===== config.mk =====
export PLATFORM = sky130hd
export DESIGN_NAME = ldst_check_top
export DESIGN_NICKNAME = d
export VERILOG_FILES = /design/src/design/ldst_pkg.sv /design/src/design/ldst_check_top.sv /design/src/design/ldst_issue.sv /design/src/design/ldst_priv_check.sv /design/src/design/ldst_queue.sv
export SDC_FILE = /design/constraint.sdc
export NUM_CORES = 1
export LEC_CHECK = 0
export ABC_CLOCK_PERIOD_IN_PS = 2400
export CAP_MARGIN = 5
export CORE_UTILIZATION = 45
export CTS_BUF_LIST = sky130_fd_sc_hd__clkbuf_2
export DETAILED_ROUTE_END_ITERATION = 6
export DONT_BUFFER_PORTS = 1
export PLACE_DENSITY_LB_ADDON = 0.1
export SETUP_SLACK_MARGIN = 0.1
export SLEW_MARGIN = 25
export SYNTH_ARGS = -nofsm -noshare
export SYNTH_HDL_FRONTEND = slang
export SYNTH_SLANG_ARGS = --single-unit

===== constraint.sdc =====
create_clock -name iCLOCK -period 2.4 [get_ports iCLOCK]
set_input_delay 0.24 -clock iCLOCK [delete_from_list [all_inputs] [get_ports iCLOCK]]
set_output_delay 0.24 -clock iCLOCK [all_outputs]
set_load 0.03 [all_outputs]

===== src/design/ldst_pkg.sv =====
package ldst_pkg;

	// Virtual page number and page attribute table size
	localparam int VPAGE_W = 4;
	localparam int PAGE_COUNT = 16;

	// Page attribute word, privilege field in the top two bits
	localparam int MMU_FLAG_W = 6;
	localparam int MMU_PRIV_HI = 5;
	localparam int MMU_PRIV_LO = 4;

	// Exception numbering
	localparam int EXC_NUM_W = 7;
	localparam logic [EXC_NUM_W-1:0] EXC_PRIVILEGE_ERROR = 7'h14;

	// Request queue sizing
	localparam int QUEUE_DEPTH = 4;
	localparam int QUEUE_PTR_W = 2;
	localparam int QUEUE_CNT_W = 3;
	localparam logic [QUEUE_CNT_W-1:0] QUEUE_CNT_FULL = 3'd4;
	localparam logic [QUEUE_CNT_W-1:0] QUEUE_CNT_ALMOST = 3'd3;

	// One queued load or store with its looked-up attributes
	typedef struct packed {
		logic kernel;
		logic paging;
		logic write;
		logic [VPAGE_W-1:0] vpage;
		logic [MMU_FLAG_W-1:0] mmu_flags;
	} ldst_req_t;

	typedef struct packed {
		logic except_valid;
		logic [EXC_NUM_W-1:0] except_num;
	} ldst_result_t;

	// Code 1 also forbids kernel writes
	typedef enum logic [1:0] {
		PRIV_KERNEL_ONLY = 2'd0,
		PRIV_KERNEL_RW_USER_RO = 2'd1,
		PRIV_USER_RO = 2'd2,
		PRIV_USER_RW = 2'd3
	} ldst_priv_t;

endpackage


===== src/design/ldst_check_top.sv =====
module ldst_check_top (
	input logic iCLOCK,
	input logic inRESET,
	input logic reset_sync,
	input logic event_hold,
	input logic issue_valid,
	input logic issue_kernel,
	input logic issue_paging,
	input logic issue_write,
	input logic [ldst_pkg::VPAGE_W-1:0] issue_vpage,
	input logic cfg_write,
	input logic [ldst_pkg::VPAGE_W-1:0] cfg_vpage,
	input logic [ldst_pkg::MMU_FLAG_W-1:0] cfg_flags,
	output logic issue_stall,
	output logic result_done,
	output ldst_pkg::ldst_result_t result
);

	logic push;
	logic pop;
	logic empty;
	logic full;
	logic almost_full;
	ldst_pkg::ldst_req_t push_req;
	ldst_pkg::ldst_req_t head;

	// Producer, captures context and page attributes
	ldst_issue i_issue (
		.iCLOCK(iCLOCK),
		.inRESET(inRESET),
		.reset_sync(reset_sync),
		.issue_valid(issue_valid),
		.issue_kernel(issue_kernel),
		.issue_paging(issue_paging),
		.issue_write(issue_write),
		.issue_vpage(issue_vpage),
		.cfg_write(cfg_write),
		.cfg_vpage(cfg_vpage),
		.cfg_flags(cfg_flags),
		.queue_full(full),
		.queue_almost_full(almost_full),
		.issue_stall(issue_stall),
		.push(push),
		.push_req(push_req)
	);

	ldst_queue i_queue (
		.iCLOCK(iCLOCK),
		.inRESET(inRESET),
		.flush(reset_sync),
		.push(push),
		.push_req(push_req),
		.pop(pop),
		.head(head),
		.empty(empty),
		.full(full),
		.almost_full(almost_full)
	);

	// Consumer, stalled by the event hold
	ldst_priv_check i_check (
		.iCLOCK(iCLOCK),
		.inRESET(inRESET),
		.reset_sync(reset_sync),
		.event_hold(event_hold),
		.empty(empty),
		.head(head),
		.pop(pop),
		.result_done(result_done),
		.result(result)
	);

endmodule


===== src/design/ldst_issue.sv =====
module ldst_issue (
	input logic iCLOCK,
	input logic inRESET,
	input logic reset_sync,
	input logic issue_valid,
	input logic issue_kernel,
	input logic issue_paging,
	input logic issue_write,
	input logic [ldst_pkg::VPAGE_W-1:0] issue_vpage,
	input logic cfg_write,
	input logic [ldst_pkg::VPAGE_W-1:0] cfg_vpage,
	input logic [ldst_pkg::MMU_FLAG_W-1:0] cfg_flags,
	input logic queue_full,
	input logic queue_almost_full,
	output logic issue_stall,
	output logic push,
	output ldst_pkg::ldst_req_t push_req
);

	logic [ldst_pkg::MMU_FLAG_W-1:0] attr_table [ldst_pkg::PAGE_COUNT];
	logic issue_accept;

	// A pending push into an almost full queue would fill it
	assign issue_stall = queue_full || (push && queue_almost_full);
	assign issue_accept = issue_valid && !issue_stall;

	// Page attribute table
	always_ff @(posedge iCLOCK or negedge inRESET) begin
		if (!inRESET) begin
			for (int i = 0; i < ldst_pkg::PAGE_COUNT; i++) begin
				attr_table[i] <= '0;
			end
		end else if (cfg_write) begin
			attr_table[cfg_vpage] <= cfg_flags;
		end
	end

	// Push strobe, one cycle after the accepted issue
	always_ff @(posedge iCLOCK or negedge inRESET) begin
		if (!inRESET) begin
			push <= 1'b0;
		end else if (reset_sync) begin
			push <= 1'b0;
		end else begin
			push <= issue_accept;
		end
	end

	// Context and attribute word captured together
	// Lookup sees the table before a same-cycle cfg write
	always_ff @(posedge iCLOCK) begin
		if (issue_accept) begin
			push_req.kernel <= issue_kernel;
			push_req.paging <= issue_paging;
			push_req.write <= issue_write;
			push_req.vpage <= issue_vpage;
			push_req.mmu_flags <= attr_table[issue_vpage];
		end
	end

endmodule


===== src/design/ldst_priv_check.sv =====
module ldst_priv_check (
	input logic iCLOCK,
	input logic inRESET,
	input logic reset_sync,
	input logic event_hold,
	input logic empty,
	input ldst_pkg::ldst_req_t head,
	output logic pop,
	output logic result_done,
	output ldst_pkg::ldst_result_t result
);

	ldst_pkg::ldst_result_t check;

	// Privilege rule on the MMU flag field
	function automatic ldst_pkg::ldst_result_t priv_check(input ldst_pkg::ldst_req_t req);
		ldst_pkg::ldst_priv_t priv;
		logic violation;
		priv = ldst_pkg::ldst_priv_t'(req.mmu_flags[ldst_pkg::MMU_PRIV_HI:ldst_pkg::MMU_PRIV_LO]);
		violation = 1'b0;
		if (req.paging) begin
			if (req.kernel) begin
				// Kernel mode trips only on a write to code 1
				violation = (priv == ldst_pkg::PRIV_KERNEL_RW_USER_RO) && req.write;
			end else begin
				case (priv)
					ldst_pkg::PRIV_KERNEL_ONLY: violation = 1'b1;
					ldst_pkg::PRIV_KERNEL_RW_USER_RO: violation = req.write;
					ldst_pkg::PRIV_USER_RO: violation = req.write;
					ldst_pkg::PRIV_USER_RW: violation = 1'b0;
					default: violation = 1'b0;
				endcase
			end
		end
		priv_check.except_valid = violation;
		priv_check.except_num = violation ? ldst_pkg::EXC_PRIVILEGE_ERROR : '0;
	endfunction

	assign pop = !empty && !event_hold && !reset_sync;
	assign check = priv_check(head);

	// Done pulse follows the pop by one cycle
	always_ff @(posedge iCLOCK or negedge inRESET) begin
		if (!inRESET) begin
			result_done <= 1'b0;
		end else if (reset_sync) begin
			result_done <= 1'b0;
		end else begin
			result_done <= pop;
		end
	end

	// Result held until the next pop
	always_ff @(posedge iCLOCK) begin
		if (pop) begin
			result <= check;
		end
	end

endmodule


===== src/design/ldst_queue.sv =====
module ldst_queue (
	input logic iCLOCK,
	input logic inRESET,
	input logic flush,
	input logic push,
	input ldst_pkg::ldst_req_t push_req,
	input logic pop,
	output ldst_pkg::ldst_req_t head,
	output logic empty,
	output logic full,
	output logic almost_full
);

	ldst_pkg::ldst_req_t mem [ldst_pkg::QUEUE_DEPTH];
	logic [ldst_pkg::QUEUE_PTR_W-1:0] wr_ptr;
	logic [ldst_pkg::QUEUE_PTR_W-1:0] rd_ptr;
	logic [ldst_pkg::QUEUE_CNT_W-1:0] count;

	// Levels straight from the occupancy count
	assign empty = (count == '0);
	assign full = (count == ldst_pkg::QUEUE_CNT_FULL);
	assign almost_full = (count == ldst_pkg::QUEUE_CNT_ALMOST);
	assign head = mem[rd_ptr];

	// Storage, written at the tail
	always_ff @(posedge iCLOCK) begin
		if (push) begin
			mem[wr_ptr] <= push_req;
		end
	end

	// Pointers wrap naturally, depth is a power of two
	always_ff @(posedge iCLOCK or negedge inRESET) begin
		if (!inRESET) begin
			wr_ptr <= '0;
			rd_ptr <= '0;
		end else if (flush) begin
			wr_ptr <= '0;
			rd_ptr <= '0;
		end else begin
			if (push) begin
				wr_ptr <= wr_ptr + 1'b1;
			end
			if (pop) begin
				rd_ptr <= rd_ptr + 1'b1;
			end
		end
	end

	// Occupancy, push and pop together leave it unchanged
	always_ff @(posedge iCLOCK or negedge inRESET) begin
		if (!inRESET) begin
			count <= '0;
		end else if (flush) begin
			count <= '0;
		end else begin
			case ({push, pop})
				2'b10: count <= count + 1'b1;
				2'b01: count <= count - 1'b1;
				default: count <= count;
			endcase
		end
	end

endmodule


After elaboration in Yosys (flattened, before gate mapping)

Memory sizes are Yosys's and may differ from the RTL's.
Cells that the tools add are included.

Bits in registers: 126
Memory bits (writable): 52
Output and inout bits: 10
Word-level logic and storage cells: 82
Memories: 1

Memory list:

| name        | depth | width | rd ports | clocked after Yosys merged registers in | write ports | line             | RTL |
|---|---|---|---|---|---|---|---|
| i_queue.mem | 4     | 13    | 1        | 0                                       | 1           | ldst_queue.sv:14 | `ldst_pkg::ldst_req_t mem [ldst_pkg::QUEUE_DEPTH];` |

$add $sub $neg: 4
Order comparisons: 3
Eq/ne operators: 7
Muxes and demuxes: 20
Bitwise logic cells: 2
Reductions and logical operators: 17

Operators with widths:

| cell                                                | number |
|---|---|
| bitwise mux 96 bit                                  | 1 |
| binary-select mux 6 bit (select 4 bit)              | 1 |
| demux 6 bit (select 4 bit)                          | 1 |
| two-way mux 6 bit                                   | 3 |
| >= comparator 5 bit (second input constant)         | 2 |
| inverter 4 -> 5 bit                                 | 2 |
| two-way mux 2 bit                                   | 4 |
| == test 2 bit (second input constant)               | 3 |
| logical AND 1 bit                                   | 6 |
| two-way mux 1 bit                                   | 6 |
| one-hot mux 3 bit (2 select lines)                  | 1 |
| < comparator 5 x 1 -> 1 bit (second input constant) | 1 |
| two-way mux 5 bit                                   | 1 |
| adder 2 x 1 -> 2 bit (second input constant)        | 2 |
| == test 2 x 1 -> 1 bit (second input constant)      | 2 |
| logical NOT 1 bit                                   | 4 |
| nonzero test 2 bit                                  | 2 |
| adder 3 x 1 -> 3 bit (second input constant)        | 1 |
| == test 3 x 2 -> 1 bit (second input constant)      | 1 |
| == test 3 bit (second input constant)               | 1 |
| logical NOT 3 bit                                   | 1 |
| two-way mux 3 bit                                   | 1 |
| one-hot mux 1 bit (3 select lines)                  | 1 |
| nonzero test 3 bit                                  | 1 |
| 4 further kinds                                     | 4 |

Depth between registers and ports, before layout

Gate-level depths: netlist of the first run.

Word-level depth: 7
Depth in mapped cells: 7

Cells and area by module

From an unflattened synthesis of the first run, not the netlist that was laid out.

Cells, all modules: 427
Area total of the unflattened synthesis: 7393.3 um2

By module, submodules not included:

| module          | instances | cells each | area each (um2) |
|---|---|---|---|
| ldst_issue      | 1         | 299        | 4868.4 |
| ldst_queue      | 1         | 110        | 2343.5 |
| ldst_priv_check | 1         | 18         | 181.4 |

Worst setup path after synthesis of the first run

No wires, ideal clock.

Kind: reg2reg
Start: reg i_queue.count[0] in the netlist's numbering
End: reg i_queue.count[2] in the netlist's numbering
Arrival: 1.773 ns
Data required time: 2.276 ns
Slack: 0.503 ns
Stages on the path, launching flop included: 8
Buffers on the path: 0
Clock period less this slack: 1.897 ns
Cell sequence: dfrtp_1 nor3_4 nor4_1 fa_1 or3_1 nand2_1 a21oi_1 o31a_1

Longest elaborated chain between the ends: 7

RTL lines:

| element                                                        | line                  | RTL |
|---|---|---|
| from (decl)                                                    | ldst_queue.sv:17      | `logic [ldst_pkg::QUEUE_CNT_W-1:0] count;` |
| from (signal assigned)                                         | ldst_queue.sv:58      | `2'b10: count <= count + 1'b1;` |
| from (signal assigned)                                         | ldst_queue.sv:59      | `2'b01: count <= count - 1'b1;` |
| from (signal assigned)                                         | ldst_queue.sv:60      | `default: count <= count;` |
| logical NOT 3 bit                                              | ldst_queue.sv:20      | `assign empty = (count == '0);` |
| logical NOT 1 bit                                              | ldst_priv_check.sv:39 | `assign pop = !empty && !event_hold && !reset_sync;` |
| logical AND 1 bit (2 in series)                                | ldst_priv_check.sv:39 |  |
| == test 2 x 1 -> 1 bit / == test 2 bit (equally long branches) | ldst_queue.sv:57      | `case ({push, pop})` |
| one-hot mux 3 bit (2 select lines)                             | ldst_queue.sv:57      |  |
| two-way mux 3 bit                                              | ldst_queue.sv:54      | `end else if (flush) begin` |

Several ways; a longest one is shown, not always the timed one.
A chain may end at the register's enable or synchronous reset.

Worst setup path in the final report of the first run

Ends and elaborated chain as after synthesis.

==> results.md, run 1 <==
| Result | Value | Unit |
|:---|:---|:---|
| Warnings, synthesis | 0 | - |
| Top cell type's share of synthesized area | 32.9 | % |
| Synthesized flop and latch total | 67 | - |
| First-pass detailed-route iteration total | 4 | - |
| Worst-margin pin slew | 0.796 | ns |
| Number of antenna violations at the first check in global routing | 0 | - |
| Sequential cell area | 1810 | um2 |
| Detail-routed net length per standard cell | 17.7 | um |
| Setup-failing EPs final | 0 | - |
| Final wirelength | 5.44 | mm |
| Time the final worst path needs with I/O delays and setup | 2.06 | ns |
| Final setup skew | 0.0223 | ns |
| Origin of the critical flop-to-flop path | i_queue.count[0]$_DFFE_PN0P_ | - |
| Root buffer cell | clkbuf_2 | - |
| Commonest non-fill, non-tap cells in the layout | dfrtp_1, mux2_2, edfxtp_1, nor2_1, mux4_2 | - |
| Count of boundary I/O pins | 33 | - |
| Clock Tree Buf Depth | 2 | - |
| Post-Syn Instances | 213 | - |
| Chip Width | 85.2 | um |
| Hold Fails Final Rpt | 0 | - |
| Run status | completed | - |
| Antenna Diode Count | 0 | - |
| Total of fill cells in the finished design | 561 | - |
| Post-synthesis adder-cell area fraction | 3.05 | % |
| Post-detailed-route count of antenna-violating nets | 0 | - |
| Layout overhead on the synthesized area | 7.95 | % |
| Number of cells after detailed placement | 280 | - |
| Delay of the slowest critical-path stage | 0.52 | ns |
| Clock slew at the register clock pins of the worst setup and hold paths | 0.20 | ns |
| Post-synthesis compound-gate area fraction | 1.73 | % |
| Number of DRC violations after detailed routing | 0 | - |
| DIE AREA | 7260 | um2 |
| Top post-synthesis cells by area | dfrtp_1, edfxtp_1, mux2_2 | - |
| Clock latency on the worst-skew pair | 0.47 | ns |
| Total half-perimeter wirelength after legalization and detailed placement | 3.78 | mm |
| Unrepaired setup endpoints after global routing | false | - |
| Combinational family with the most area after synthesis | multiplexers | - |
| H-tree depth | 3 | - |
| Number of non-filler instances in the completed layout | 308 | - |
| Tot GR Track Use | 16.8 | % |
| Kind of capture point of the worst setup path | flop | - |
| Total clock buffers created by CTS | 9 | - |
| Pin count of the biggest net entering global routing | 42 | - |
| Number of clock sinks | 67 | - |
| Post-synthesis cell area | 3120 | um2 |
| Synth area leader | dfrtp_1 | - |
| Cell area power density | 847 | nW/um2 |
| Count of instances resized after the clock tree is built | 0 | - |
| FF-to-FF End | i_queue.count[2]$_DFFE_PN0P_ | - |
| Crit-path cells | nor3_4, nor4_1, fa_1, or3_1, nand2_1, a21oi_1, o31a_1 | - |
| TritonCTS clock tree | built | - |
| Fraction of layout instances using a drive strength above 1 | 28.1 | % |
| Most common cell after layout, fill and taps aside | dfrtp_1 | - |
| Xor/xnor cell area share of the yosys netlist | 1.12 | % |
| Routability congestion estimate | 0.690 | - |
| Headroom to the max-slew limit | 47.1 | % |
| Gr ovfl total | 0 | - |
| Synth cell types | 33 | - |
| Fraction of the mapped netlist area in simple logic gates | 9.96 | % |
| Die extent in y | 85.2 | um |
| Reported max-cap violation count | 0 | - |
| Buffers on Ports | 0 | - |
| Part of the cycle the worst path needs | 85.8 | % |
| Number of cells on the worst hold path | 2 | - |
| Initial standard-cell utilization of the core | 47.7 | % |
| Worst IR Drop VDD | 0.000408 | V |
| Multiplexer fraction of the synthesized cell area | 22.6 | % |
| Leak pwr | 0.00133 | uW |
| F_max | 485 | MHz |
| Mean Syn Cell Area | 14.6 | um2 |
| Total number of vias | 1707 | - |
| Via count of the first global-routing pass | 1881 | - |
| Startpoint type of the worst setup path | flop | - |
| Setup TNS | 0 | ns |
| Standard-cell rows | 29 | - |
| FF-to-FF setup slack | 0.34 | ns |
| Number of slew-limit violations in the final report | 0 | - |
| Max Fanout on Critical Path | 6 | - |
| Core area | 6530 | um2 |
| First-pass GRT wire length | 9.09 | mm |
| Vias per std cell | 5.54 | - |
| Hold Path Class | in -> reg | - |
| Register area share after synthesis | 58.0 | % |
| Number of nets in the final layout | 256 | - |
| Hold wc startpoint | issue_vpage[3] | - |
| Initial DRC Count | 87 | - |
| Worst Hold End | i_issue.push_req[4]$_DFFE_PN_ | - |
| Arrival @ worst endpoint | 2.46 | ns |
| CP Class | reg -> reg | - |
| WP data required | 2.80 | ns |
| Slowest cell on the critical path | dfrtp_1 | - |
| Logic depth of the worst register-to-register path | 7 | - |
| Combined area of the multi-input logic cells | 1220 | um2 |
-- power by group --
part / switching, uW / internal (uW)
clock network: 409 / 133
registers: 194 / 1420
logic: 294 / 401
total: 898 / 1950
-- stage by stage --
step / cell area, um2 / util (%) / setup WS, ns / hold WS, ns / power (uW)
2_1_floorplan: 3130 / - / 0.503 / -0.0556 / 2160
3_3_place_gp: 3140 / 48.1 / 0.452 / -0.0546 / 2230
3_5_place_dp: 3140 / 48.1 / 0.385 / -0.0545 / 2280
4_1_cts: 3360 / 51.5 / 0.344 / 0.0130 / 2880
5_1_grt: 3360 / 51.5 / 0.190 / 0.0230 / 3020
6_report: 3360 / 51.5 / 0.340 / 0.0503 / 2850
-- Yosys cell counts (all sizes together) --
| library cell | n |
|---|---|
| o21ai | 1 |
| mux2i | 4 |
| mux2 | 33 |
| clkbuf | 5 |
| mux4 | 13 |
| fa | 1 |
| edfxtp | 26 |
| nor3 | 2 |
| nor2 | 19 |
| nand2b | 7 |
| a211oi | 2 |
| nand3b | 2 |
| nand4bb | 1 |
| dfrtp | 41 |
| or3 | 3 |
| xnor2 | 4 |
| inv | 4 |
| nand2 | 5 |
| nor4 | 2 |
| nor2b | 5 |
| conb | 1 |
| ha | 6 |
| buf | 10 |
| a21oi | 5 |
| and4b | 1 |
| nor3b | 2 |
| nand3 | 2 |
| o31a | 1 |
| and2 | 5 |
-- area by class of cell --
type                            count  share of cell area (%)
Sequential cell                    67                    53.7
Timing Repair Buffer               13                    4.09
Inverter                            4                   0.446
Clock inverter                      7                    1.34
Multi-Input combinational cell    131                    36.2
Tap cell                           77                    2.86
Clock buffer                        9                    1.34
-- state kept, by name, indices dropped and copies added (netlist names) --
name / cells
i_issue.push_req: 5
i_queue.wr_ptr: 2
i_queue.count: 3
i_check.result: 1
i_issue.push: 1
i_issue.attr_table: 32
i_queue.mem: 20
i_queue.rd_ptr: 2
i_check.result_done: 1
-- worst max-delay path by stage --
stage / startpoint / end / slack (ns) / depth (start not counted)
CTS: i_queue.count[0]$_DFFE_PN0P_ / i_queue.count[2]$_DFFE_PN0P_ / 0.34 / 7
floorplan: i_queue.count[0]$_DFFE_PN0P_ / i_queue.count[2]$_DFFE_PN0P_ / 0.50 / 7
finish: i_queue.count[0]$_DFFE_PN0P_ / i_queue.count[2]$_DFFE_PN0P_ / 0.34 / 7
detailed placement: i_queue.count[0]$_DFFE_PN0P_ / i_queue.count[2]$_DFFE_PN0P_ / 0.38 / 7
global route: i_queue.count[0]$_DFFE_PN0P_ / i_queue.count[2]$_DFFE_PN0P_ / 0.19 / 7
global placement: i_queue.count[0]$_DFFE_PN0P_ / i_queue.count[2]$_DFFE_PN0P_ / 0.45 / 7
-- kinds of logic (layout without fill, tap and decap cells) --
group,Yosys count,in the layout
adder cells (fa/ha/maj),7,7
AND/OR/NAND/NOR,56,56
AO/OA/AOI/OAI,9,9
multiplexers,50,50
buffers and inverters,19,33
other,1,5
flip-flops,67,67
XOR/XNOR,4,4
-- repair_timing --
item                      in CTS  in global routing
hold buffers                  12                  0
setup buffers                  0                  0
hold endpoints to repair      88                  0
-- critical path, delay by kind of cell, from the launching register on --
kind                       cells  cell delay, ns
AOI/OAI and AO/OA              2            0.17
adders and majority gates      1            0.45
DFF                            1            0.52
and+or+nand+nor                4            0.85
-- metal layers --
metal | track usage [%] | wire length [um]
met1 | 18.8 | 2220
met3 | 4.38 | 239
met2 | 29.3 | 2860
met4 | 9.40 | 123
met5 | 0 | 0
No activity file was read; power rests on OpenSTA's default activity.
==> run 2: changes to the inputs <==
Settings changed: CTS_BUF_LIST sky130_fd_sc_hd__clkbuf_2 to sky130_fd_sc_hd__clkbuf_4.
==> results.md, run 2 (same netlist as run 1, synthesis figures left out) <==
| Result | Value | Unit | Delta |
|:---|:---|:---|:---|
| Run status | completed | - |  |
| Top layer in use | met4 | - |  |
| Cell area after placement | 3140 | um2 | unchanged |
| Hold Fails Final Rpt | 0 | - | unchanged |
| Number of cells after detailed placement | 280 | - | unchanged |
| FF-to-FF setup slack | 0.35 | ns | about the same |
| Max Fanout on Critical Path | 6 | - | unchanged |
| Startpoint type of the worst setup path | flop | - |  |
| Number of clock sinks | 67 | - | unchanged |
| Fraction of layout instances using a drive strength above 1 | 28.4 | % | +0.25 points |
| Antenna Diode Count | 0 | - | unchanged |
| Setup TNS | 0 | ns | unchanged |
| Met3 routed wirelength | 256 | um | +7.1% |
| FF-to-FF End | i_queue.count[2]$_DFFE_PN0P_ | - |  |
| Total number of vias | 1694 | - | -0.76% |
| Clock latency on the worst-skew pair | 0.39 | ns | -0.08 ns |
| Top reg by flops | i_issue.attr_table | - |  |
| Tot GR Track Use | 16.8 | % | -0.064 points |
| Chip Width | 85.2 | um | unchanged |
| Core area | 6530 | um2 | unchanged |
| Hold wc startpoint | reset_sync | - |  |
| Unrepaired setup endpoints after global routing | false | - |  |
| Total clock buffers created by CTS | 9 | - | unchanged |
| Time the final worst path needs with I/O delays and setup | 2.05 | ns | -0.0140 ns |
| CP Class | reg -> reg | - |  |
| Layout overhead on the synthesized area | 8.03 | % | about the same |
| Logic depth of the worst register-to-register path | 7 | - | unchanged |
| Number of nets in the final layout | 254 | - | -0.78% |
| Hold Path Class | in -> reg | - |  |
| WP data required | 2.70 | ns | -0.10 ns |
| Number of non-filler instances in the completed layout | 306 | - | -0.65% |
| Length of routed met2 wiring | 2.88 | mm | +0.84% |
| Reported max-cap violation count | 0 | - | unchanged |
| Root buffer cell | clkbuf_4 | - |  |
| Hold Worst Slack | 0.0304 | ns | -0.0199 ns |
| Kind of capture point of the worst setup path | flop | - |  |
| Part of the cycle the worst path needs | 85.2 | % | -0.58 points |
| Worst Setup Slack post-DPL | 0.385 | ns | unchanged |
| DIE AREA | 7260 | um2 | unchanged |
| Combined area of the multi-input logic cells | 1220 | um2 | unchanged |
| TritonCTS clock tree | built | - |  |
| H-tree depth | 3 | - | unchanged |
| Gr ovfl total | 0 | - | unchanged |
| Count of instances resized after the clock tree is built | 0 | - | unchanged |
| Biggest regs | i_issue.attr_table x32, i_queue.mem x20, i_issue.push_req x5 | - |  |
| Pin count of the biggest net entering global routing | 42 | - | unchanged |
| Post-detailed-route count of antenna-violating nets | 0 | - | unchanged |
| Headroom to the max-slew limit | 47.1 | % | about the same |
| Count of boundary I/O pins | 33 | - | unchanged |
| Most common cell after layout, fill and taps aside | dfrtp_1 | - |  |
| Detail-routed net length per standard cell | 17.7 | um | +0.30% |
| Final instance area | 3370 | um2 | about the same |
| Total half-perimeter wirelength after legalization and detailed placement | 3.78 | mm | unchanged |
| Buffers on Ports | 0 | - | unchanged |
| Clock slew at the register clock pins of the worst setup and hold paths | 0.12 | ns | -0.08 ns |
| Commonest non-fill, non-tap cells in the layout | dfrtp_1, mux2_2, edfxtp_1, nor2_1, mux4_2 | - |  |
| Initial standard-cell utilization of the core | 47.7 | % | unchanged |
| Arrival @ worst endpoint | 2.34 | ns | -0.12 ns |
| Number of cells on the worst hold path | 2 | - | unchanged |
| Final setup skew | 0.0140 | ns | -0.00828 ns |
| Vias per std cell | 5.54 | - | -0.11% |
| Final wirelength | 5.42 | mm | -0.35% |
| Leak pwr | 0.00132 | uW | -0.52% |
| Post-route met1 wirelength | 2.20 | mm | -0.95% |
| Total of fill cells in the finished design | 558 | - | -0.53% |
| Worst IR Drop VDD | 0.000390 | V | -4.5% |
| Number of DRC violations after detailed routing | 0 | - | unchanged |
| Die extent in y | 85.2 | um | unchanged |
| Setup-failing EPs final | 0 | - | unchanged |
| Number of slew-limit violations in the final report | 0 | - | unchanged |
| F_max | 489 | MHz | +0.69% |
| Origin of the critical flop-to-flop path | i_queue.count[0]$_DFFE_PN0P_ | - |  |
| Setup ws final | 0.354 | ns | +0.0140 ns |
| Via count of the first global-routing pass | 1856 | - | -1.3% |
| First-pass GRT wire length | 9.05 | mm | -0.46% |
| Cell area power density | 862 | nW/um2 | +1.8% |
| Max reg flops | 32 | - | unchanged |
| Number of antenna violations at the first check in global routing | 0 | - | unchanged |
| Initial DRC Count | 84 | - | -3.4% |
| Worst-margin pin slew | 0.795 | ns | -0.000309 ns |
| Standard-cell rows | 29 | - | unchanged |
| Sequential cell area | 1810 | um2 | unchanged |
| Worst Hold End | i_queue.count[1]$_DFFE_PN0P_ | - |  |
| First-pass detailed-route iteration total | 4 | - | unchanged |
| Clock Tree Buf Depth | 2 | - | unchanged |
| Routability congestion estimate | 0.690 | - | unchanged |
-- run 2: changes by cell type in the layout (fill, tap and decap cells not counted) --
cell           delta
dlygate4sd3_1     -2
clkbuf_4          +9
clkbuf_2          -9
-- run 2: worst max-delay path, stage by stage (launching register included) --
cell     delay (ns)
dfrtp_1        0.49
nor3_4         0.29
nor4_1         0.09
fa_1           0.44
or3_1          0.40
nand2_1        0.07
a21oi_1        0.06
o31a_1         0.11
-- run 2: what timing repair did --
| action | 4_1_cts | 5_1_grt |
|---|---|---|
| hold endpoints to repair | 83 | 1 |
| hold buffers | 9 | 1 |
| setup buffers | 0 | 0 |
-- run 2: worst max-delay path by stage --
stage	slack (ns)	from	to
final	0.35	i_queue.count[0]$_DFFE_PN0P_	i_queue.count[2]$_DFFE_PN0P_
after global routing	0.20	i_queue.count[0]$_DFFE_PN0P_	i_queue.count[2]$_DFFE_PN0P_
after CTS	0.36	i_queue.count[0]$_DFFE_PN0P_	i_queue.count[2]$_DFFE_PN0P_
after detailed placement	0.38	i_queue.count[0]$_DFFE_PN0P_	i_queue.count[2]$_DFFE_PN0P_
after global placement	0.45	i_queue.count[0]$_DFFE_PN0P_	i_queue.count[2]$_DFFE_PN0P_
after floorplan	0.50	i_queue.count[0]$_DFFE_PN0P_	i_queue.count[2]$_DFFE_PN0P_
-- run 2: layout make-up --
type / count / area share, %
Sequential cell: 67 / 53.7
Multi-Input combinational cell: 131 / 36.2
Timing Repair Buffer: 11 / 3.49
Tap cell: 77 / 2.86
Clock buffer: 9 / 2.01
Clock inverter: 7 / 1.34
Inverter: 4 / 0.446
-- run 2: routing by layer --
metal,track usage (%),vias to the layer above
li1,-,794
met1,19.0,856
met2,29.3,35
met3,5.45,9
met4,6.78,0
met5,0,-
-- run 2: stage by stage --
stage | power [uW] | util [%]
2_1_floorplan | 2160 | -
3_3_place_gp | 2230 | 48.1
3_5_place_dp | 2280 | 48.1
4_1_cts | 2930 | 51.4
5_1_grt | 3080 | 51.5
6_report | 2900 | 51.5
-- run 2: power by group --
group	switching [uW]	total [uW]	internal, uW
Clock	406	614	209
Sequential	193	1610	1420
Combinational	290	676	386
Total	888	2900	2010
